$ cat src/rtl/fetch_settings.svh
`ifndef FETCH_SETTINGS_SVH
`define FETCH_SETTINGS_SVH

// address split for the instruction cache
`define FETCH_TAG_W      19
`define FETCH_INDEX_W    8
`define FETCH_OFFSET_W   5  // byte offset, 8 words per line

`define FETCH_LINE_WORDS 8

// read bus widths
`define FETCH_ADDR_W     32
`define FETCH_DATA_W     32

`endif

$ cat src/rtl/fetch_pkg.sv
`default_nettype none

package fetch_pkg;

    // instruction cache FSM
    typedef enum logic [1:0] {
        ic_idle,
        ic_lookup,  // arrays read, tag compare this cycle
        ic_refill,  // eight-beat burst into the victim way
        ic_bypass   // single uncached beat
    } icache_state_t;

    // data read unit FSM
    typedef enum logic [1:0] {
        dru_idle,
        dru_addr,
        dru_data
    } dru_state_t;

    // owner of the shared read bus
    typedef enum logic [1:0] {
        grant_none,
        grant_icache,
        grant_dread
    } arb_grant_t;

endpackage

`default_nettype wire

$ cat src/rtl/axi_read_if.sv
`timescale 1ns/1ps
`default_nettype none
`include "fetch_settings.svh"

interface axi_read_if;

    // address channel
    logic [`FETCH_ADDR_W-1:0] araddr;
    logic [7:0]               arlen;   // beats minus one
    logic [2:0]               arsize;
    logic                     arvalid;
    logic                     arready;

    // data channel
    logic [`FETCH_DATA_W-1:0] rdata;
    logic                     rlast;
    logic                     rvalid;
    logic                     rready;

    modport master (
        output araddr, arlen, arsize, arvalid, rready,
        input  arready, rdata, rlast, rvalid
    );

    modport slave (
        input  araddr, arlen, arsize, arvalid, rready,
        output arready, rdata, rlast, rvalid
    );

endinterface

`default_nettype wire

$ cat src/rtl/axi_read_arbiter.sv
`timescale 1ns/1ps
`default_nettype none

module axi_read_arbiter
    import fetch_pkg::*;
(
    input  wire        clk,
    input  wire        rst,
    axi_read_if.slave  m_icache,
    axi_read_if.slave  m_dread,
    axi_read_if.master s_bus
);

    arb_grant_t grant;
    logic       last_dread;  // last grant went to the read unit
    logic       pick_dread;
    logic       sel_icache;
    logic       sel_dread;

    // on a tie the master that lost last time goes first
    assign pick_dread = m_dread.arvalid && (!m_icache.arvalid || !last_dread);

    always_ff @(posedge clk) begin
        if (rst) begin
            grant      <= grant_none;
            last_dread <= 1'b0;
        end else begin
            case (grant)
                grant_none: begin
                    if (m_icache.arvalid || m_dread.arvalid) begin
                        grant      <= pick_dread ? grant_dread : grant_icache;
                        last_dread <= pick_dread;
                    end
                end
                default: begin
                    // released on the final beat of the granted burst
                    if (s_bus.rvalid && s_bus.rready && s_bus.rlast)
                        grant <= grant_none;
                end
            endcase
        end
    end

    assign sel_icache = (grant == grant_icache);
    assign sel_dread  = (grant == grant_dread);

    assign s_bus.araddr  = sel_dread ? m_dread.araddr : m_icache.araddr;
    assign s_bus.arlen   = sel_dread ? m_dread.arlen  : m_icache.arlen;
    assign s_bus.arsize  = sel_dread ? m_dread.arsize : m_icache.arsize;
    assign s_bus.arvalid = (sel_icache && m_icache.arvalid) || (sel_dread && m_dread.arvalid);
    assign s_bus.rready  = (sel_icache && m_icache.rready) || (sel_dread && m_dread.rready);

    // the master without the grant sees nothing move
    assign m_icache.arready = sel_icache && s_bus.arready;
    assign m_icache.rvalid  = sel_icache && s_bus.rvalid;
    assign m_icache.rdata   = s_bus.rdata;
    assign m_icache.rlast   = s_bus.rlast;

    assign m_dread.arready = sel_dread && s_bus.arready;
    assign m_dread.rvalid  = sel_dread && s_bus.rvalid;
    assign m_dread.rdata   = s_bus.rdata;
    assign m_dread.rlast   = s_bus.rlast;

endmodule

`default_nettype wire

$ cat src/flat_wrapper.sv
// flat-port wrapper written by rule: the top's interface ports become plain ports
module axi_read_arbiter_flat import fetch_pkg::*;
  (clk, rst, m_icache_araddr, m_icache_arlen, m_icache_arsize, m_icache_arvalid, m_icache_rready, m_icache_arready, m_icache_rdata, m_icache_rlast, m_icache_rvalid, m_dread_araddr, m_dread_arlen, m_dread_arsize, m_dread_arvalid, m_dread_rready, m_dread_arready, m_dread_rdata, m_dread_rlast, m_dread_rvalid, s_bus_araddr, s_bus_arlen, s_bus_arsize, s_bus_arvalid, s_bus_rready, s_bus_arready, s_bus_rdata, s_bus_rlast, s_bus_rvalid);
  axi_read_if m_icache_i ();
  axi_read_if m_dread_i ();
  axi_read_if s_bus_i ();
  input  wire clk;
  input  wire rst;
  input wire logic [$bits(m_icache_i.araddr)-1:0] m_icache_araddr;
  input wire logic [$bits(m_icache_i.arlen)-1:0] m_icache_arlen;
  input wire logic [$bits(m_icache_i.arsize)-1:0] m_icache_arsize;
  input wire logic [$bits(m_icache_i.arvalid)-1:0] m_icache_arvalid;
  input wire logic [$bits(m_icache_i.rready)-1:0] m_icache_rready;
  output wire logic [$bits(m_icache_i.arready)-1:0] m_icache_arready;
  output wire logic [$bits(m_icache_i.rdata)-1:0] m_icache_rdata;
  output wire logic [$bits(m_icache_i.rlast)-1:0] m_icache_rlast;
  output wire logic [$bits(m_icache_i.rvalid)-1:0] m_icache_rvalid;
  input wire logic [$bits(m_dread_i.araddr)-1:0] m_dread_araddr;
  input wire logic [$bits(m_dread_i.arlen)-1:0] m_dread_arlen;
  input wire logic [$bits(m_dread_i.arsize)-1:0] m_dread_arsize;
  input wire logic [$bits(m_dread_i.arvalid)-1:0] m_dread_arvalid;
  input wire logic [$bits(m_dread_i.rready)-1:0] m_dread_rready;
  output wire logic [$bits(m_dread_i.arready)-1:0] m_dread_arready;
  output wire logic [$bits(m_dread_i.rdata)-1:0] m_dread_rdata;
  output wire logic [$bits(m_dread_i.rlast)-1:0] m_dread_rlast;
  output wire logic [$bits(m_dread_i.rvalid)-1:0] m_dread_rvalid;
  output wire logic [$bits(s_bus_i.araddr)-1:0] s_bus_araddr;
  output wire logic [$bits(s_bus_i.arlen)-1:0] s_bus_arlen;
  output wire logic [$bits(s_bus_i.arsize)-1:0] s_bus_arsize;
  output wire logic [$bits(s_bus_i.arvalid)-1:0] s_bus_arvalid;
  output wire logic [$bits(s_bus_i.rready)-1:0] s_bus_rready;
  input wire logic [$bits(s_bus_i.arready)-1:0] s_bus_arready;
  input wire logic [$bits(s_bus_i.rdata)-1:0] s_bus_rdata;
  input wire logic [$bits(s_bus_i.rlast)-1:0] s_bus_rlast;
  input wire logic [$bits(s_bus_i.rvalid)-1:0] s_bus_rvalid;
  assign m_icache_i.araddr = m_icache_araddr;
  assign m_icache_i.arlen = m_icache_arlen;
  assign m_icache_i.arsize = m_icache_arsize;
  assign m_icache_i.arvalid = m_icache_arvalid;
  assign m_icache_i.rready = m_icache_rready;
  assign m_icache_arready = m_icache_i.arready;
  assign m_icache_rdata = m_icache_i.rdata;
  assign m_icache_rlast = m_icache_i.rlast;
  assign m_icache_rvalid = m_icache_i.rvalid;
  assign m_dread_i.araddr = m_dread_araddr;
  assign m_dread_i.arlen = m_dread_arlen;
  assign m_dread_i.arsize = m_dread_arsize;
  assign m_dread_i.arvalid = m_dread_arvalid;
  assign m_dread_i.rready = m_dread_rready;
  assign m_dread_arready = m_dread_i.arready;
  assign m_dread_rdata = m_dread_i.rdata;
  assign m_dread_rlast = m_dread_i.rlast;
  assign m_dread_rvalid = m_dread_i.rvalid;
  assign s_bus_araddr = s_bus_i.araddr;
  assign s_bus_arlen = s_bus_i.arlen;
  assign s_bus_arsize = s_bus_i.arsize;
  assign s_bus_arvalid = s_bus_i.arvalid;
  assign s_bus_rready = s_bus_i.rready;
  assign s_bus_i.arready = s_bus_arready;
  assign s_bus_i.rdata = s_bus_rdata;
  assign s_bus_i.rlast = s_bus_rlast;
  assign s_bus_i.rvalid = s_bus_rvalid;
  axi_read_arbiter u_core (.clk(clk), .rst(rst), .m_icache(m_icache_i), .m_dread(m_dread_i), .s_bus(s_bus_i));
endmodule
$ cat config.mk
export PLATFORM = sky130hd
export DESIGN_NAME = axi_read_arbiter_flat
export DESIGN_NICKNAME = d
export VERILOG_FILES = /design/src/rtl/fetch_pkg.sv /design/src/rtl/axi_read_if.sv /design/src/rtl/axi_read_arbiter.sv /design/src/flat_wrapper.sv
export VERILOG_INCLUDE_DIRS = /design/src /design/src/rtl
export SDC_FILE = /design/constraint.sdc
export NUM_CORES = 1
export LEC_CHECK = 0
export ABC_AREA = 1
export BUFFER_PORTS_ARGS = -buffer_cell sky130_fd_sc_hd__buf_2
export CORE_AREA = 2 2 94 96
export CTS_CLUSTER_DIAMETER = 120
export CTS_CLUSTER_SIZE = 28
export DETAILED_ROUTE_END_ITERATION = 8
export DIE_AREA = 0 0 96 98
export HOLD_SLACK_MARGIN = 0.06
export PLACE_DENSITY = 0.51
export SYNTH_ARGS = -nofsm -noshare
export SYNTH_HDL_FRONTEND = slang
export SYNTH_SLANG_ARGS = --single-unit
$ cat constraint.sdc
create_clock -name clk -period 1.3 [get_ports clk]
set_input_delay 0 -clock clk [delete_from_list [all_inputs] [get_ports clk]]
set_output_delay 0 -clock clk [all_outputs]
set_load 0.02 [all_outputs]
# [After elaboration in Yosys (flattened, before gate mapping)]
# Cells that the tools add are included.
[word_totals] output_inout_bits=115 in_bits=127 word_cells=33 reg_bits=3
[op_classes] n_mux=7 eq_ne=3 n_reduce_logical=21
[ops] operator="$mux W32" count=1
[ops] operator="$logic_and A1 B1 Y1" count=11
[ops] operator="$mux W2" count=4
[ops] operator="$mux W8" count=1
[ops] operator="$logic_or A1 B1 Y1" count=4
[ops] operator="$reduce_and A2 Y1" count=2
[ops] operator="$mux W3" count=1
[ops] operator="$eq A2 B1 Y1 const B" count=1
[ops] operator="$eq A2 B2 Y1 const B" count=1
[ops] operator="$logic_not A1 Y1" count=2
[ops] operator="$logic_not A2 Y1" count=1
[ops] operator="$ne A2 B1 Y1 const B" count=1
[ops] operator="$reduce_bool A2 Y1" count=1

# [Logic depth before layout (Yosys ltp)]
[depth] ltp_word=7 depth_mapped=7 ltp_nobuf=7

# [Worst setup path before layout]
# Ideal clock, no wire load.
[synth_timing] kind="reg2out" from="register u_core.grant[0]" to="output s_bus_araddr[22]" t_arrival_ns=1.161 path_stages_with_launch=5 path_buffers=1 path_slack_ns=0.139 required_ns=1.300 path_cell_list="dfxtp_1 inv_1 nand2_4 clkbuf_8 mux2_2"
[synth_between] elab_chain_cells=2
[synth_rtl] item="start, declared" line_no="axi_read_arbiter.sv:14" source="arb_grant_t grant;"
[synth_rtl] item="start signal, assigned" line_no="axi_read_arbiter.sv:25" source="grant <= grant_none;"
[synth_rtl] item="start signal, assigned" line_no="axi_read_arbiter.sv:31" source="grant <= pick_dread ? grant_dread : grant_icache;"
[synth_rtl] item="start signal, assigned" line_no="axi_read_arbiter.sv:38" source="grant <= grant_none;"
[synth_rtl] item="$eq A2 B2 Y1" line_no="axi_read_arbiter.sv:45" source="assign sel_dread = (grant == grant_dread);"
[synth_rtl] item="$mux W32" line_no="axi_read_arbiter.sv:47" source="assign s_bus.araddr = sel_dread ? m_dread.araddr : m_icache.araddr;"
[synth_rtl] item="end, declared" line_no="flat_wrapper.sv:27" source="output wire logic [$bits(s_bus_i.araddr)-1:0] s_bus_araddr;"
# Every way passes these cells.

# [Final worst setup path]
[layout_timing] from="register u_core.grant[0]" to="output s_bus_araddr[17]"
# The elaborated chain is that of the path after synthesis.

==> impl_metrics.py <==
metrics = {
    "timing": {
        "period_needed_ps": 1364,
        "rsz0062_at_grt": "yes",
        "skew_ps": 0.2886,
        "hold_slack_ps": 118.1,
        "finalMaxSlewViolations": 0,
        "setup_viol": 42,
        "fin_ws_ps": -63.57,
        "max_freq_ghz": 0.7334,
        "worst_pin_slew_ps": 418.5,
        "slew_headroom_pct": 72.01,
        "hold_viol": 0,
        "fin_crit_sh_pct": 104.9,
    },
    "detailed_routing": {
        "avgRoutedWirePerCell_um": 13.80,
        "postRouteAntennaNets": 0,
        "drt-total-wl_mm": 5.259,
        "drc": 0,
        "drt_iter0_drc": 20,
        "vias": 1459,
        "firstDrtPassIters": 3,
        "vias_per_cell": 3.829,
    },
    "pwr": {
        "power_density_nw_per_um2": 830.4,
        "finalPower_mw": 2.090,
        "ir_worst_vdd_mv": 0.2432,
        "total_leakage_power_nw": 1.390,
    },
    "placement": {
        "dp_slack_ps": 74.78,
        "numPortBuffers": 145,
        "dpl.cell_count": 338,
        "place_hpwl_mm": 3.484,
        "globalplace.congestion": 0.7174,
        "placed_cell_area_um2": 1613,
    },
    "setup_path": {
        "r2r_cells": 7,
        "cpMaxStageDelayCell": "dfxtp_2",
        "regToRegSetupSlack_ps": 140,
        "crit_type": "flip-flop to output pin",
        "cpPeakStageDelay_ps": 340,
        "worstPathBufferInverterCount": 3,
        "r2r_end": "u_core.grant[0]",
        "critPathMaxFanout": 8,
        "timing.rr.start": "u_core.grant[0]",
        "crit_cells": 5,
        "startpoint": "u_core.grant[0]",
        "critPathCaptureType": "output pin",
        "required_ps": 1300,
        "crit_chain": "inv_4 > nand2_8 > clkbuf_16 > mux2_4 > buf_6",
        "cp.arrival_ps": 1360,
        "crit_family": "buffers and inverters",
        "cp-start-kind": "flip-flop",
        "crit_path_end": "s_bus_araddr[17]",
    },
    "logic_synthesis": {
        "synth_compound_area_share_pct": 1.598,
        "muxShareOfSynthArea_pct": 39.56,
        "synth_top_cell_area_share_pct": 39.56,
        "synth_adder_area_share_pct": 0,
        "synthCells": 150,
        "syn_area_per_cell_um2": 8.350,
        "synthTopCellsByArea": "buf_4, mux2_2, dfxtp_1, clkbuf_8, nand2_1",
        "synth-edff-count": 0,
        "synth_warnings": 0,
        "yosysTopAreaCell": "buf_4",
        "synth_most_common_cell": "buf_4",
        "synth_commonest_cells": "buf_4, mux2_2, nand2_1",
        "syn_area_um2": 1252,
        "ys_async_sr_fraction_pct": 0,
        "synth_top_family_by_area": "buffers and inverters",
        "synth-simple-area-share_pct": 8.591,
        "synth-xor-area-share_pct": 0,
        "synth.distinct_cells": 12,
        "synth-seq-cells": 3,
        "synth_flop_cell": "dfxtp_1",
        "synth_nets": 277,
        "yosysSeqAreaShare_pct": 4.795,
    },
    "status": {
        "status": "finished, violations left",
        "violations": "negative setup slack",
    },
    "clock_tree": {
        "insertion_delay_ps": 210,
        "clock_sinks": 3,
        "cts_root_buf": "clkbuf_8",
        "cts.clk_slew.worst_paths_ps": 30,
        "htreeDepth": 1,
        "cts_tree": "built",
        "numCtsBuffers": 3,
        "clockBufferDepth": 2,
    },
    "floorplanning": {
        "rows": 34,
        "io_pins": 242,
        "dieWidth_um": 96,
        "start_util_pct": 14.79,
        "core_area_um2": 8466,
        "die_area_um2": 9408,
        "die_y_um": 98,
    },
    "cells_and_area": {
        "drive_above_1_share_pct": 75.82,
        "fillers": 872,
        "postLayoutCellArea_um2": 2517,
        "area_delta_synth_final_pct": 101.0,
        "nNetsFinal": 401,
        "antenna_cells": 0,
        "final_cells": 381,
    },
    "worst_hold_path": {
        "min_path_type": "primary input to flip-flop",
    },
    "global_route": {
        "grt-ovfl-total": 0,
        "grt_max_degree": 17,
        "grt_pass1_wl_mm": 6.154,
        "grt_usage_pct": 8.591,
        "antenna_found_initial": 0,
        "grt_pass1_vias": 1331,
    },
    "flow_run": {
        "maxCapViolCount": 0,
    },
}
## cells in the final DEF, fill, tap and decap left out
master	synthesis	layout
buf_2	0	101
buf_6	0	44
mux2_4	3	37
dlygate4sd3_1	0	33
nand2_1	13	13
mux2_2	40	6
buf_4	66	6
nand3_1	5	5
nor2_1	6	5
inv_1	5	4
a21oi_1	3	3
clkbuf_8	4	3
buf_16	0	2
dfxtp_2	0	2
inv_4	0	1
nand2_8	0	1
nor2_2	0	1
o21ai_0	1	1
clkbuf_1	0	1
clkbuf_16	0	1
buf_8	0	1
buf_12	0	1
dfxtp_1	3	1
## where the power goes
group          total, mW  internal [mW]  switching, mW  leakage (nW)
clock              0.269          0.209         0.0600        0.0228
combinational       1.70          0.893          0.808          1.34
sequential         0.120          0.107         0.0131        0.0255
total               2.09           1.21          0.881          1.39
## state kept, by name, indices dropped and copies added (netlist names)
signal,count
u_core.grant,2
u_core.last_dread,1
## area by class of cell
type | count | area (um2) | share of cell area (%)
Clock buffer | 4 | 45.04 | 1.789
Inverter | 5 | 21.27 | 0.8449
Multi-Input combinational cell | 72 | 762.0 | 30.27
Sequential cell | 3 | 62.56 | 2.485
Tap cell | 108 | 135.1 | 5.368
Timing Repair Buffer | 189 | 1491 | 59.24
## worst register-to-register path: stages, from the launching register on
cell	delay, ps
dfxtp_2	320
buf_4	120
buf_4	140
nor2_2	140
o21ai_0	130
nand2_1	80
nand2_1	50
a21oi_1	100
## how the worst min path moves through the flow
stage / cells past startpoint / startpoint / endpoint / slack, ps
final: 3 / m_dread_arvalid / u_core.grant[1] / 120
after global routing: 3 / m_dread_arvalid / u_core.grant[1] / 130
after CTS: 3 / m_dread_arvalid / u_core.grant[1] / 120
after detailed placement: 0 / s_bus_rdata[15] / m_dread_rdata[15] / 0.2
after global placement: 0 / s_bus_rdata[15] / m_dread_rdata[15] / 0.2
after floorplan: 1 / rst / u_core.grant[0] / 70
## per-stage QoR
stage	TNS (ps)	utilization (%)
5_1_grt	-3172	29.74
3_3_place_gp	0	19.05
2_1_floorplan	0	-
4_1_cts	-2503	26.94
6_report	-1322	29.74
3_5_place_dp	0	19.05
## layer usage
layer | routed length (um) | GRT usage, % | vias up
met5 | 0 | 0 | -
met4 | 8 | 0.6593 | 0
met3 | 566 | 3.318 | 2
met2 | 2948 | 17.41 | 122
met1 | 1735 | 8.162 | 656
li1 | - | - | 679
## kinds of logic (layout without fill, tap and decap cells)
logic type	after synthesis	in the layout
buffers and inverters	75	198
AND/OR/NAND/NOR	25	25
flip-flops	3	3
multiplexers	43	43
AO/OA/AOI/OAI	4	4
## timing repair
| action | CTS | global route |
|---|---|---|
| resized for setup | 70 | 64 |
| pin swaps | 1 | 1 |
| hold buffers | 33 | 0 |
| setup endpoints to repair | 43 | 44 |
| cloned | 2 | 1 |
| setup buffers | 2 | 1 |
| endpoints found under the hold margin | 67 | 0 |
Note: power is estimated with default switching activity, not from simulation.
