==> config.mk <==
export PLATFORM = sky130hd
export DESIGN_NAME = data_read_unit_flat
export DESIGN_NICKNAME = d
export VERILOG_FILES = /design/src/rtl/fetch_pkg.sv /design/src/rtl/axi_read_if.sv /design/src/rtl/data_read_unit.sv /design/src/flat_wrapper.sv
export VERILOG_INCLUDE_DIRS = /design/src /design/src/rtl
export SDC_FILE = /design/constraint.sdc
export NUM_CORES = 1
export LEC_CHECK = 0
export BUFFER_PORTS_ARGS = -buffer_cell sky130_fd_sc_hd__buf_2
export CORE_UTILIZATION = 43
export DETAILED_ROUTE_END_ITERATION = 8
export PLACE_DENSITY = 0.88
export SLEW_MARGIN = 0
export SYNTH_ARGS = -nofsm -noshare
export SYNTH_HDL_FRONTEND = slang
export SYNTH_SLANG_ARGS = --single-unit
==> constraint.sdc <==
create_clock -name clk -period 4.99 [get_ports clk]
set_input_delay 0.998 -clock clk [delete_from_list [all_inputs] [get_ports clk]]
set_output_delay 0.998 -clock clk [all_outputs]
set_load 0.02 [all_outputs]
==> src/rtl/fetch_settings.svh <==
`ifndef FETCH_SETTINGS_SVH
`define FETCH_SETTINGS_SVH

// address split for the instruction cache
`define FETCH_TAG_W      19
`define FETCH_INDEX_W    8
`define FETCH_OFFSET_W   5  // byte offset, 8 words per line

`define FETCH_LINE_WORDS 8

// read bus widths
`define FETCH_ADDR_W     32
`define FETCH_DATA_W     32

`endif

==> src/rtl/fetch_pkg.sv <==
`default_nettype none

package fetch_pkg;

    // instruction cache FSM
    typedef enum logic [1:0] {
        ic_idle,
        ic_lookup,  // arrays read, tag compare this cycle
        ic_refill,  // eight-beat burst into the victim way
        ic_bypass   // single uncached beat
    } icache_state_t;

    // data read unit FSM
    typedef enum logic [1:0] {
        dru_idle,
        dru_addr,
        dru_data
    } dru_state_t;

    // owner of the shared read bus
    typedef enum logic [1:0] {
        grant_none,
        grant_icache,
        grant_dread
    } arb_grant_t;

endpackage

`default_nettype wire

==> src/rtl/axi_read_if.sv <==
`timescale 1ns/1ps
`default_nettype none
`include "fetch_settings.svh"

interface axi_read_if;

    // address channel
    logic [`FETCH_ADDR_W-1:0] araddr;
    logic [7:0]               arlen;   // beats minus one
    logic [2:0]               arsize;
    logic                     arvalid;
    logic                     arready;

    // data channel
    logic [`FETCH_DATA_W-1:0] rdata;
    logic                     rlast;
    logic                     rvalid;
    logic                     rready;

    modport master (
        output araddr, arlen, arsize, arvalid, rready,
        input  arready, rdata, rlast, rvalid
    );

    modport slave (
        input  araddr, arlen, arsize, arvalid, rready,
        output arready, rdata, rlast, rvalid
    );

endinterface

`default_nettype wire

==> src/rtl/data_read_unit.sv <==
`timescale 1ns/1ps
`default_nettype none
`include "fetch_settings.svh"

module data_read_unit
    import fetch_pkg::*;
(
    input  wire                       clk,
    input  wire                       rst,
    input  wire                       load_req,
    input  wire [`FETCH_ADDR_W-1:0]   load_addr,
    output logic                      load_busy,
    output logic                      load_ok,
    output logic [`FETCH_DATA_W-1:0]  load_data,
    axi_read_if.master                bus
);

    dru_state_t               state;
    logic [`FETCH_ADDR_W-1:0] addr_q;

    always_ff @(posedge clk) begin
        if (rst) begin
            state   <= dru_idle;
            load_ok <= 1'b0;
        end else begin
            load_ok <= 1'b0;
            case (state)
                dru_idle: begin
                    if (load_req)
                        state <= dru_addr;
                end
                dru_addr: begin
                    if (bus.arready)
                        state <= dru_data;
                end
                dru_data: begin
                    if (bus.rvalid && bus.rlast) begin
                        state   <= dru_idle;
                        load_ok <= 1'b1;  // one cycle after the beat
                    end
                end
                default: state <= dru_idle;
            endcase
        end
    end

    always_ff @(posedge clk) begin
        if (load_req && (state == dru_idle))
            addr_q <= load_addr;
        if (bus.rvalid && bus.rready)
            load_data <= bus.rdata;  // held until the next load returns
    end

    assign load_busy = (state != dru_idle);

    assign bus.araddr  = addr_q;
    assign bus.arlen   = 8'd0;  // single beat
    assign bus.arsize  = 3'd2;
    assign bus.arvalid = (state == dru_addr);
    assign bus.rready  = (state == dru_data);

endmodule

`default_nettype wire

==> src/flat_wrapper.sv <==
// flat-port wrapper written by rule: the top's interface ports become plain ports
module data_read_unit_flat import fetch_pkg::*;
  (clk, rst, load_req, load_addr, load_busy, load_ok, load_data, bus_araddr, bus_arlen, bus_arsize, bus_arvalid, bus_rready, bus_arready, bus_rdata, bus_rlast, bus_rvalid);
  axi_read_if bus_i ();
  input  wire clk;
  input  wire rst;
  input  wire load_req;
  input  wire [`FETCH_ADDR_W-1:0] load_addr;
  output logic load_busy;
  output logic load_ok;
  output logic [`FETCH_DATA_W-1:0] load_data;
  output wire logic [$bits(bus_i.araddr)-1:0] bus_araddr;
  output wire logic [$bits(bus_i.arlen)-1:0] bus_arlen;
  output wire logic [$bits(bus_i.arsize)-1:0] bus_arsize;
  output wire logic [$bits(bus_i.arvalid)-1:0] bus_arvalid;
  output wire logic [$bits(bus_i.rready)-1:0] bus_rready;
  input wire logic [$bits(bus_i.arready)-1:0] bus_arready;
  input wire logic [$bits(bus_i.rdata)-1:0] bus_rdata;
  input wire logic [$bits(bus_i.rlast)-1:0] bus_rlast;
  input wire logic [$bits(bus_i.rvalid)-1:0] bus_rvalid;
  assign bus_araddr = bus_i.araddr;
  assign bus_arlen = bus_i.arlen;
  assign bus_arsize = bus_i.arsize;
  assign bus_arvalid = bus_i.arvalid;
  assign bus_rready = bus_i.rready;
  assign bus_i.arready = bus_arready;
  assign bus_i.rdata = bus_rdata;
  assign bus_i.rlast = bus_rlast;
  assign bus_i.rvalid = bus_rvalid;
  data_read_unit u_core (.clk(clk), .rst(rst), .load_req(load_req), .load_addr(load_addr), .load_busy(load_busy), .load_ok(load_ok), .load_data(load_data), .bus(bus_i));
endmodule
---- Yosys cells after proc, flatten, opt, wreduce, memory -nomap -nowiden ----
Index checks and enable logic that the tools add are counted.
cells by class
  add/sub/neg operators ................... 0
  divide/modulo/power cells ............... 0
  reduce and logical (&&, ||, !) cells .... 7
  multiply operators ...................... 0
  order comparisons ....................... 0
  bitwise operators ....................... 1
  multiplexer cells ....................... 5
  shift-type cells ........................ 0
  equality and inequality tests ........... 5
operators by type and width
  operator                                       number
  two-way mux 2 bit                              3
  one-hot mux 2 bit (3 select lines)             1
  != test 2 bit, second input constant           2
  logical AND 1 bit                              3
  AND reduction 3 bit                            1
  == test 2 x 1 -> 1 bit, second input constant  1
  == test 2 bit, second input constant           1
  logical NOT 2 bit                              1
  != test 2 x 1 -> 1 bit, second input constant  1
  nonzero test 2 bit                             1
  OR reduction 2 bit                             1
  two-way mux 1 bit                              1
  NOT 1 bit                                      1
storage, ports and cells
  bits in latches ......................... 0
  memories kept ........................... 0
  logic and storage cells ................. 22
  output and inout port bits .............. 79
  memory bits (read-only) ................. 0
  flip-flop bits (word level) ............. 67
  RAM bits ................................ 0

---- Logic depth before layout (Yosys ltp) ----
Gate-level depths: netlist of the first run.
  depth in word-level cells ............... 3
  depth in mapped cells ................... 3
  mapped depth without buffers ............ 3

---- Least setup slack after synthesis of the first run ----
OpenSTA, ideal clock, no wires.
  path kind ............................... input port to flip-flop
  start ................................... input load_req
  end ..................................... register u_core.addr_q[0] (netlist: u_core.bus.araddr[0]) (enable)
  arrival time ............................ 2.385 ns
  path buffers ............................ 0
  data required time ...................... 4.569 ns
  setup slack ............................. 2.184 ns
  stages .................................. 2
  setup time .............................. 0.421 ns
  path through ............................ inv_1 > nor2_1
between the ends
  cells in the longest elaborated chain, start to end .. 1
ends and longest elaborated chain
  element               line                  text
  from (decl)           flat_wrapper.sv:7     input wire load_req;
  logical AND 1 bit     data_read_unit.sv:48  if (load_req && (state == dru_idle))
  to (signal assigned)  data_read_unit.sv:49  addr_q <= load_addr;
  to (decl)             data_read_unit.sv:19  logic [`FETCH_ADDR_W-1:0] addr_q;
No other way between the ends.
A chain may end at the register's enable or synchronous reset.

---- Worst setup path after layout of the first run ----
  start ................................... register u_core.state[1]
  end ..................................... output load_busy
between the ends
  cells in the longest elaborated chain, start to end .. 1
ends and longest elaborated chain
  element                 line                  text
  from (decl)             data_read_unit.sv:18  dru_state_t state;
  from (signal assigned)  data_read_unit.sv:23  state <= dru_idle;
  from (signal assigned)  data_read_unit.sv:30  state <= dru_addr;
  from (signal assigned)  data_read_unit.sv:34  state <= dru_data;
  nonzero test 2 bit      data_read_unit.sv:54  assign load_busy = (state != dru_idle);
  to (decl)               flat_wrapper.sv:9     output logic load_busy;
No other way between the ends.

==> metrics, run 1 <==
Fillers 385; mux contribution to synthesized area 0; CTS tree built; vias in the first global route 1272; CTS H-tree depth 3; Core Area 0.00475 mm^2; global-route wire length before repair 5.89 mm; DRC 0; compound-cell area share of the yosys netlist 0.00699; Post-Synth Adder-Cell Area 0; Resized cells post-CTS 0; leakage 1.34 nW; initial cell density of the core 0.452; First DRT Iteration DRCs 67; Post-CTS Setup Bufs 0; Slew Viols, Final 0; met2 Use GR 0.274; fmax 0.464 GHz; routability cong. 0.721; R2R setup slack 3520 ps; Max Cap Violations 0; DIE AREA 0.00528 mm^2; global route overflow 0; initial antenna violation count 0; Yosys top cell by area edfxtp_1; I/O pins 149; worst endpoint required time 3990 ps; DP Wirelength 3.22 mm; power per cell area 396 mW/mm^2; Chip Height 72.7 um; Hold Path Class flop to flop; critical-path cell list or2_2 -> buf_2; cell at the slowest stage of the critical path dfxtp_1; Synth top area share 0.895; Area growth syn-to-layout 44.1%; startpoint types flop; Num CTS Buffers 9; Ant. Diodes 0; worst-case clock skew 7.32 ps; Distinct cells, synth 15; largest net degree at the start of global routing 33; WP data arrival 1160 ps; Detail Route Antenna Nets 0; post-layout min period 2160 ps; met1 Resource Use GR 0.171; met3 Use GR 0.0511; # hold bufs at CTS 0; post-synthesis xor/xnor area fraction 0; Worst VDD drop 0.000252 V; setup repair after global routing missed its margin false; Synth Cell Area 0.00215 mm^2; vias per inst 4.25; period utilization 0.432; GRT Overall Usage 0.161; simple-gate share of the synthesized area 0.0268; fraction of layout cells with a size suffix above 1 0.634; Crit Path Max Fanout 5; combinational family with the most area after synthesis buffers and inverters; clock sink total 67; Hold Vio Cnt, Final 0; post-synthesis sequential area ratio 0.923; fin nets 311; Routed wire per std cell 13.8 um; Mapped Cells 93; grt peak-use layer met2; Finish-stage setup viols 0; setup TNS 0 ps; Site Rows 25; outcome completed; CTS Buffer Depth 2; total wire length 4.31 mm; Clock Pin Slew Worst Setup and Hold Paths 70 ps; nature of the critical path endpoint output port; port bufs 137; CP max stage delay 340 ps; ranking of synthesized cells by area edfxtp_1 89%, buf_4 3.8%, dfxtp_1 2.8%; CP Class flop to output port; iteration count of the initial detailed-routing pass 4; clock root cell clkbuf_8; hold_ws 495 ps; DIE WIDTH 72.7 um; post-synthesis register bit count 67; total number of vias 1330; Mapped Avg Cell Area 23.1 um^2; clk_lat worst skew 330 ps; Yosys warning count 0
## critical path: cells and delay by family (launching register included)
family,cells,cell delay (ps)
flops,1,340
simple gates,1,330
buf+inv,1,170
## area by class of cell
class,count,area (um^2),share of cell area
clock buffers,11,131,0.0424
clock inverters,5,77.6,0.0251
inverters,1,3.75,0.00121
multi-input cells,23,116,0.0376
flip-flops and latches,67,1980,0.640
well taps,67,83.8,0.0271
repair buffers,139,701,0.226
## cell families (layout without fill, tap and decap cells)
family,Yosys count,count (layout)
flops,67,67
buf+inv,12,156
simple gates,10,10
other cells,2,11
compound gates,2,2
## cells in the final DEF, fill, tap and decap left out, drive strengths merged, types with 2 or more instances in the layout
cell and n:
nor2 2, nand2 2, conb 11, buf 139, bufinv 2, dfxtp 3, clkinv 2, edfxtp 64
clkbuf 11
## stage by stage
step                total power (W)  instances  area [um^2]  setup WS [ps]  utilization
detailed placement         0.000772        297         2890           3040        0.607
floorplan                  0.000725        102         2180           2180            -
CTS                         0.00124        313         3100           2820        0.651
global route                0.00127        313         3100           2780        0.651
finish                      0.00122        313         3100           2830        0.651
global placement           0.000767        297         2890           3080        0.607
## worst paths after layout
path                                      start                    end  cells past startpoint
worst max-delay path            u_core.state[1]              load_busy                      2
worst min-delay path            u_core.state[1]        u_core.state[0]                      1
worst max register to register  u_core.state[1]  u_core.bus.araddr[16]                      3
worst min register to register  u_core.state[1]        u_core.state[0]                      1
## power by group
group | internal, W | switching (W) | leakage, nW
Combinational | 0.0000383 | 0.0000684 | 0.623
Clock | 0.000280 | 0.000185 | 0.103
Sequential | 0.000646 | 0.00000683 | 0.619
Total | 0.000964 | 0.000261 | 1.34
## synth_stat cells
cell       count
buf_4         11
a21oi_1        1
a2111oi_1      1
nand2_1        2
nor3b_1        1
inv_1          1
and2b_2        1
nor2_1         2
nor2b_1        1
and2_1         1
dfxtp_1        3
conb_1         2
or2_2          1
edfxtp_1      64
nand3b_1       1
## registers in the layout, summed over array words and instances (netlist names)
register,count
u_core.bus.araddr,32
u_core.state,2
u_core.load_data,32
u_core.load_ok,1
## per-layer routing
metal	up-vias	share of wire
met5	-	0
met3	8	0.076
li1	624	-
met2	79	0.54
met1	619	0.36
met4	0	0.024
No activity file was read; power rests on OpenSTA's default activity.
==> run 2: changes to the inputs <==
--- a/config.mk
+++ b/config.mk
@@ -7,9 +7,9 @@
 export NUM_CORES = 1
 export LEC_CHECK = 0
 export BUFFER_PORTS_ARGS = -buffer_cell sky130_fd_sc_hd__buf_2
-export CORE_UTILIZATION = 43
+export CORE_UTILIZATION = 40
 export DETAILED_ROUTE_END_ITERATION = 8
-export PLACE_DENSITY = 0.88
+export PLACE_DENSITY = 0.83
 export SLEW_MARGIN = 0
 export SYNTH_ARGS = -nofsm -noshare
 export SYNTH_HDL_FRONTEND = slang
==> constraint.sdc (replaced) <==
create_clock -name clk -period 2.2 [get_ports clk]
set_input_delay 0.44 -clock clk [delete_from_list [all_inputs] [get_ports clk]]
set_output_delay 0.44 -clock clk [all_outputs]
set_load 0.02 [all_outputs]
==> run 2 against run 1 <==
  * Hold slack worse by 210 ps
  * Power is 110% higher
  * Worst setup slack worse by 2200 ps
  * Non-clock buffer count is the same
  * Highest routed layer unchanged
  * Die area grew 7.3%
  * Wire length down 1.0%
  * Critical path depth is the same
  * Largest cell class unchanged
==> metrics, run 2 (synthesized netlist as in run 1, its figures left out) <==
DIE AREA 0.00567 mm^2 (+7.3%); Fillers 430 (+12%); I/O pins 149 (unchanged); design area 0.00306 mm^2 (-1.0%); setup repair after global routing missed its margin false; most frequent cells in the layout 137 x buf_2, 64 x edfxtp_1, 11 x conb_1; post-layout min period 1580 ps; Chip Height 75.3 um (+3.6%); DRC 0 (unchanged); Core Area 0.00514 mm^2 (+8.1%); commonest non-fill, non-tap cell in the layout buf_2; Worst VDD drop 0.000469 V (+86%); CTS Buffer Depth 2 (unchanged); # hold bufs at CTS 0 (unchanged); Hold Path Class input port to flop; worst-case clock skew 7.29 ps (-0.0302 ps); Register Area 0.00198 mm^2 (unchanged); fin nets 311 (unchanged); Clock Pin Slew Worst Setup and Hold Paths 70 ps (about the same); CTS tree built; Post-DP Area 0.00289 mm^2 (+0.13%); Slew Viols, Final 0 (unchanged); DIE WIDTH 75.3 um (+3.6%); global-route wire length before repair 5.51 mm (-6.4%); Num CTS Buffers 9 (unchanged); global route overflow 0 (unchanged); GRT Overall Usage 0.144 (-0.0178); Post-CTS Setup Bufs 0 (unchanged); Hold Vio Cnt, Final 0 (unchanged); Max Cap Violations 0 (unchanged); clk_lat worst skew 320 ps (about the same); port bufs 137 (unchanged); hold_ws 290 ps (-205 ps); nature of the critical path endpoint output port; CTS H-tree depth 3 (unchanged); fin cells 315 (+0.64%); Ant. Diodes 0 (unchanged); vias in the first global route 1169 (-8.1%); routability cong. 0.700 (-2.9%); Area growth syn-to-layout 42.6%; power per cell area 856 mW/mm^2 (+120%); Multi-input gate area 116 um^2 (unchanged); iteration count of the initial detailed-routing pass 4 (unchanged); WP data arrival 1140 ps (-20 ps); vias per inst 4.09 (-3.8%); Detail Route Antenna Nets 0 (unchanged); Placed Cells 300 (+1.0%); worst endpoint required time 1760 ps (-2230 ps); setup TNS 0 ps (unchanged); fmax 0.633 GHz; fraction of layout cells with a size suffix above 1 0.624 (-0.00966); initial antenna violation count 0 (unchanged); CP Class flop to output port; clock sink total 67 (unchanged); clock root cell clkbuf_8; outcome completed; Finish-stage setup viols 0 (unchanged); Site Rows 26 (+4.0%); Resized cells post-CTS 0 (unchanged); Routed wire per std cell 13.5 um (-1.7%); Crit Path Max Fanout 5 (unchanged); period utilization 0.718; initial cell density of the core 0.418 (-0.0339); leakage 1.33 nW (-1.1%); total number of vias 1287 (-3.2%); largest net degree at the start of global routing 33 (unchanged); DP Wirelength 3.27 mm (+1.6%); total wire length 4.27 mm (-1.0%); startpoint types flop; First DRT Iteration DRCs 41 (-39%)
run 2: cell types whose count changed in the layout (fill, tap and decap cells not counted):
cell,delta
clkinv_1,+2
bufinv_16,-1
clkinv_2,-1
clkinvlp_4,-1
run 2: final timing paths:
check | from | to | slack, ps | depth (start not counted)
worst max register to register | u_core.state[1] | u_core.bus.araddr[29] | 750 | 3
worst max-delay path | u_core.state[1] | load_busy | 620 | 2
worst min register to register | u_core.state[1] | u_core.state[0] | 500 | 1
worst min-delay path | load_addr[4] | u_core.bus.araddr[4] | 290 | 1
run 2: where the power goes:
part | total, W | leakage [nW] | internal, W | switching [W]
logic | 0.000240 | 0.623 | 0.0000869 | 0.000153
registers | 0.00148 | 0.619 | 0.00147 | 0.0000142
clock network | 0.000904 | 0.0882 | 0.000508 | 0.000396
run 2: routing by layer:
metal | GRT usage | share of wire | vias up
li1 | - | - | 624
met1 | 0.161 | 0.38 | 604
met2 | 0.241 | 0.56 | 53
met3 | 0.0442 | 0.039 | 6
met4 | 0.0864 | 0.017 | 0
met5 | 0 | 0 | -
run 2: layout make-up:
class | instances | area share
timing repair buffer | 139 | 0.229
inverter | 1 | 0.00122
clock buffer | 11 | 0.0429
sequential | 67 | 0.647
tap | 70 | 0.0286
clock inverter | 4 | 0.0139
multi-input combinational | 23 | 0.0380
run 2: worst max-delay path: stages, from the launching register on:
cell,delay (ps)
dfxtp_1,340
or2_2,320
buf_2,170
run 2: stage by stage:
step / total power [W] / worst slack [ps] / utilization
detailed placement: 0.00175 / 755 / 0.562
finish: 0.00262 / 621 / 0.596
CTS: 0.00265 / 601 / 0.596
floorplan: 0.00164 / 256 / -
global placement: 0.00174 / 805 / 0.562
global route: 0.00272 / 561 / 0.596
==> run 3: changes to the inputs <==
--- a/config.mk
+++ b/config.mk
@@ -6,10 +6,11 @@
 export SDC_FILE = /design/constraint.sdc
 export NUM_CORES = 1
 export LEC_CHECK = 0
+export ABC_AREA = 1
 export BUFFER_PORTS_ARGS = -buffer_cell sky130_fd_sc_hd__buf_2
-export CORE_UTILIZATION = 40
+export CORE_UTILIZATION = 41
 export DETAILED_ROUTE_END_ITERATION = 8
-export PLACE_DENSITY = 0.83
+export PLACE_DENSITY = 0.84
 export SLEW_MARGIN = 0
 export SYNTH_ARGS = -nofsm -noshare
 export SYNTH_HDL_FRONTEND = slang
==> constraint.sdc (replaced) <==
create_clock -name clk -period 1.6 [get_ports clk]
set_input_delay 0.32 -clock clk [delete_from_list [all_inputs] [get_ports clk]]
set_output_delay 0.32 -clock clk [all_outputs]
set_load 0.02 [all_outputs]
==> run 3 against run 2 <==
  * Clock skew down 1.9 ps
  * Sequential power rose by 39%
  * Cell area is 1.2% higher
  * Count of clock-buffer cells in the layout up 1
  * Synthesized cell count increased by 8.6%
  * Critical path type unchanged
  * Highest routed layer unchanged
==> metrics, run 3 <==
outcome completed; CTS tree built; Yosys warning count 0 (unchanged); fmax 0.672 GHz; Mapped Avg Cell Area 21.6 um^2 (-6.7%); largest net degree at the start of global routing 33 (unchanged); clock root cell clkbuf_8; Sw Pwr 0.000842 W (+49%); Core Area 0.00511 mm^2 (-0.63%); period utilization 0.930; Clock Pin Slew Worst Setup and Hold Paths 70 ps (about the same); Post-synth EDFFs 64 (unchanged); WP data arrival 1170 ps (+30 ps); nature of the critical path endpoint output port; Net Sw Frac 0.237 (+0.0218); Crit Path Max Fanout 4 (-1); launch point of the critical path u_core.state[0]; post-layout min period 1490 ps; clk_lat worst skew 320 ps (about the same); post-synthesis sequential area ratio 0.910 (-0.0122); worst hold path stage count 1 (unchanged); fin nets 319 (+2.6%); Area growth syn-to-layout 42.5%; post-synthesis register bit count 67 (unchanged); DIE AREA 0.00561 mm^2 (-1.1%); Placed Cells 308 (+2.7%); routability cong. 0.678 (-3.2%); CTS Buffer Depth 2 (unchanged); CP Class flop to output port; commonest non-fill, non-tap cell in the layout buf_2; Synth top area share 0.883 (-0.0118); global-route wire length before repair 5.78 mm (+4.9%); cells on worst reg2reg path 4 (+1); DIE WIDTH 74.9 um (-0.55%); DP Wirelength 3.27 mm (about the same); total wire length 4.31 mm (+1.1%); Num CTS Buffers 9 (unchanged); vias in the first global route 1242 (+6.2%); Hold Vio Cnt, Final 0 (unchanged); Distinct cells, synth 14 (-1); Clock power frac 0.313 (-0.032); Hold EP u_core.load_data[9]; top cells by count, synth 64 x edfxtp_1, 11 x buf_4, 8 x inv_1; # hold bufs at CTS 0 (unchanged); Routed wire per std cell 13.3 um (-1.7%); total number of vias 1339 (+4.0%); setup repair after global routing missed its margin false; ys async rst share 0 (unchanged); R2R setup slack 270 ps (-480 ps); RR Endpoint u_core.load_data[31]; Main synth FF type edfxtp_1; Max Cap Violations 0 (unchanged); port bufs 137 (unchanged); startpoint types flop; iteration count of the initial detailed-routing pass 6 (+2); Hold Startpoint bus_rdata[9]; Worst VDD drop 0.000599 V (+28%); Post-CTS Setup Bufs 0 (unchanged); Detail Route Antenna Nets 0 (unchanged); Combinational Power Share 0.110 (+0.019); worst r2r src u_core.state[0]; GRT Overall Usage 0.152 (+0.00873); CTS H-tree depth 3 (unchanged); Slew Viols, Final 0 (unchanged); Finish-stage setup viols 0 (unchanged); setup TNS 0 ps (unchanged); Ant. Diodes 0 (unchanged); fraction of layout cells with a size suffix above 1 0.622 (-0.00244); Yosys top cell by area edfxtp_1; First DRT Iteration DRCs 41 (unchanged); ranking of synthesized cells by area edfxtp_1 88%, buf_4 3.8%, dfxtp_1 2.8%; clock sink total 67 (unchanged); power per cell area 1150 mW/mm^2 (+34%); DRC 0 (unchanged); most frequent cells in the layout 137 x buf_2, 64 x edfxtp_1, 11 x conb_1; cell at the slowest stage of the critical path dfxtp_1; Resized cells post-CTS 0 (unchanged); initial cell density of the core 0.426 (+0.00830); most used cell along the critical path inv_1; Mapped Cells 101 (+8.6%); Flop pwr share 0.577 (+0.013); Synth Cell Area 0.00218 mm^2 (+1.3%); most frequent cell after synthesis edfxtp_1; Chip Height 74.9 um (-0.55%); Pint 0.00272 W (+32%); global route overflow 0 (unchanged); worst endpoint required time 1280 ps (-480 ps); CP max stage delay 410 ps (+70 ps); leakage 1.37 nW (+3.0%); critical-path cell list inv_1 -> nand2_1 -> inv_1 -> buf_2; Hold Path Class input port to flop; fin cells 324 (+2.9%); initial antenna violation count 0 (unchanged); worst-case clock skew 5.42 ps (-1.88 ps); I/O pins 149 (unchanged); vias per inst 4.13 (+1.2%); Site Rows 26 (unchanged)
## run 3: logic make-up after synthesis
kind of cell / after synthesis / share of synthesized area
simple gates: 10 / 0.0247
buf+inv: 20 / 0.0534
flops: 67 / 0.910
compound gates: 2 / 0.00805
other cells: 2 / 0.00345
## run 3: layout make-up
cell class | count | area (um^2)
Clock buffer | 12 | 135
Clock inverter | 4 | 17.5
Fill cell | 424 | 2010
Inverter | 9 | 33.8
Multi-Input combinational cell | 23 | 120
Sequential cell | 67 | 1980
Tap cell | 70 | 87.6
Timing Repair Buffer | 139 | 726
## run 3: worst max path at each step
stage	cells past startpoint	slack, ps	end
floorplan	3	50	u_core.bus.araddr[0]
global placement	3	330	u_core.load_data[13]
detailed placement	4	270	u_core.load_data[5]
CTS	4	80	bus_rready
global route	4	40	bus_rready
finish	4	110	bus_rready
## run 3: worst max-delay path: cells and delay by family, from the launching register on
| kind | cells | cell delay (ps) |
|---|---|---|
| flops | 1 | 410 |
| buf+inv | 3 | 300 |
| simple gates | 1 | 140 |
## run 3: routing by layer
| layer | vias to the layer above | wire, um | global-route usage |
|---|---|---|---|
| li1 | 642 | - | - |
| met1 | 614 | 1430 | 0.139 |
| met2 | 73 | 2450 | 0.275 |
| met3 | 10 | 309 | 0.0616 |
| met4 | 0 | 123 | 0.103 |
| met5 | - | 0 | 0 |
## run 3: power by group through the flow
stage                     logic (W)  registers, W  clock network [W]
final                      0.000390       0.00205            0.00111
after global routing       0.000421       0.00206            0.00121
after CTS                  0.000394       0.00205            0.00115
after detailed placement   0.000393       0.00209                  0
after global placement     0.000385       0.00209                  0
after floorplan            0.000112       0.00220                  0
## run 3: metrics by stage
step	area, um^2	setup slack [ps]	power, W	hold slack, ps	utilization
final	3100	112	0.00356	164	0.607
after global routing	3100	37.3	0.00369	138	0.607
after CTS	3100	83.7	0.00360	142	0.607
after detailed placement	2950	268	0.00249	498	0.577
after global placement	2950	332	0.00247	497	0.577
after floorplan	2220	50.3	0.00231	382	-
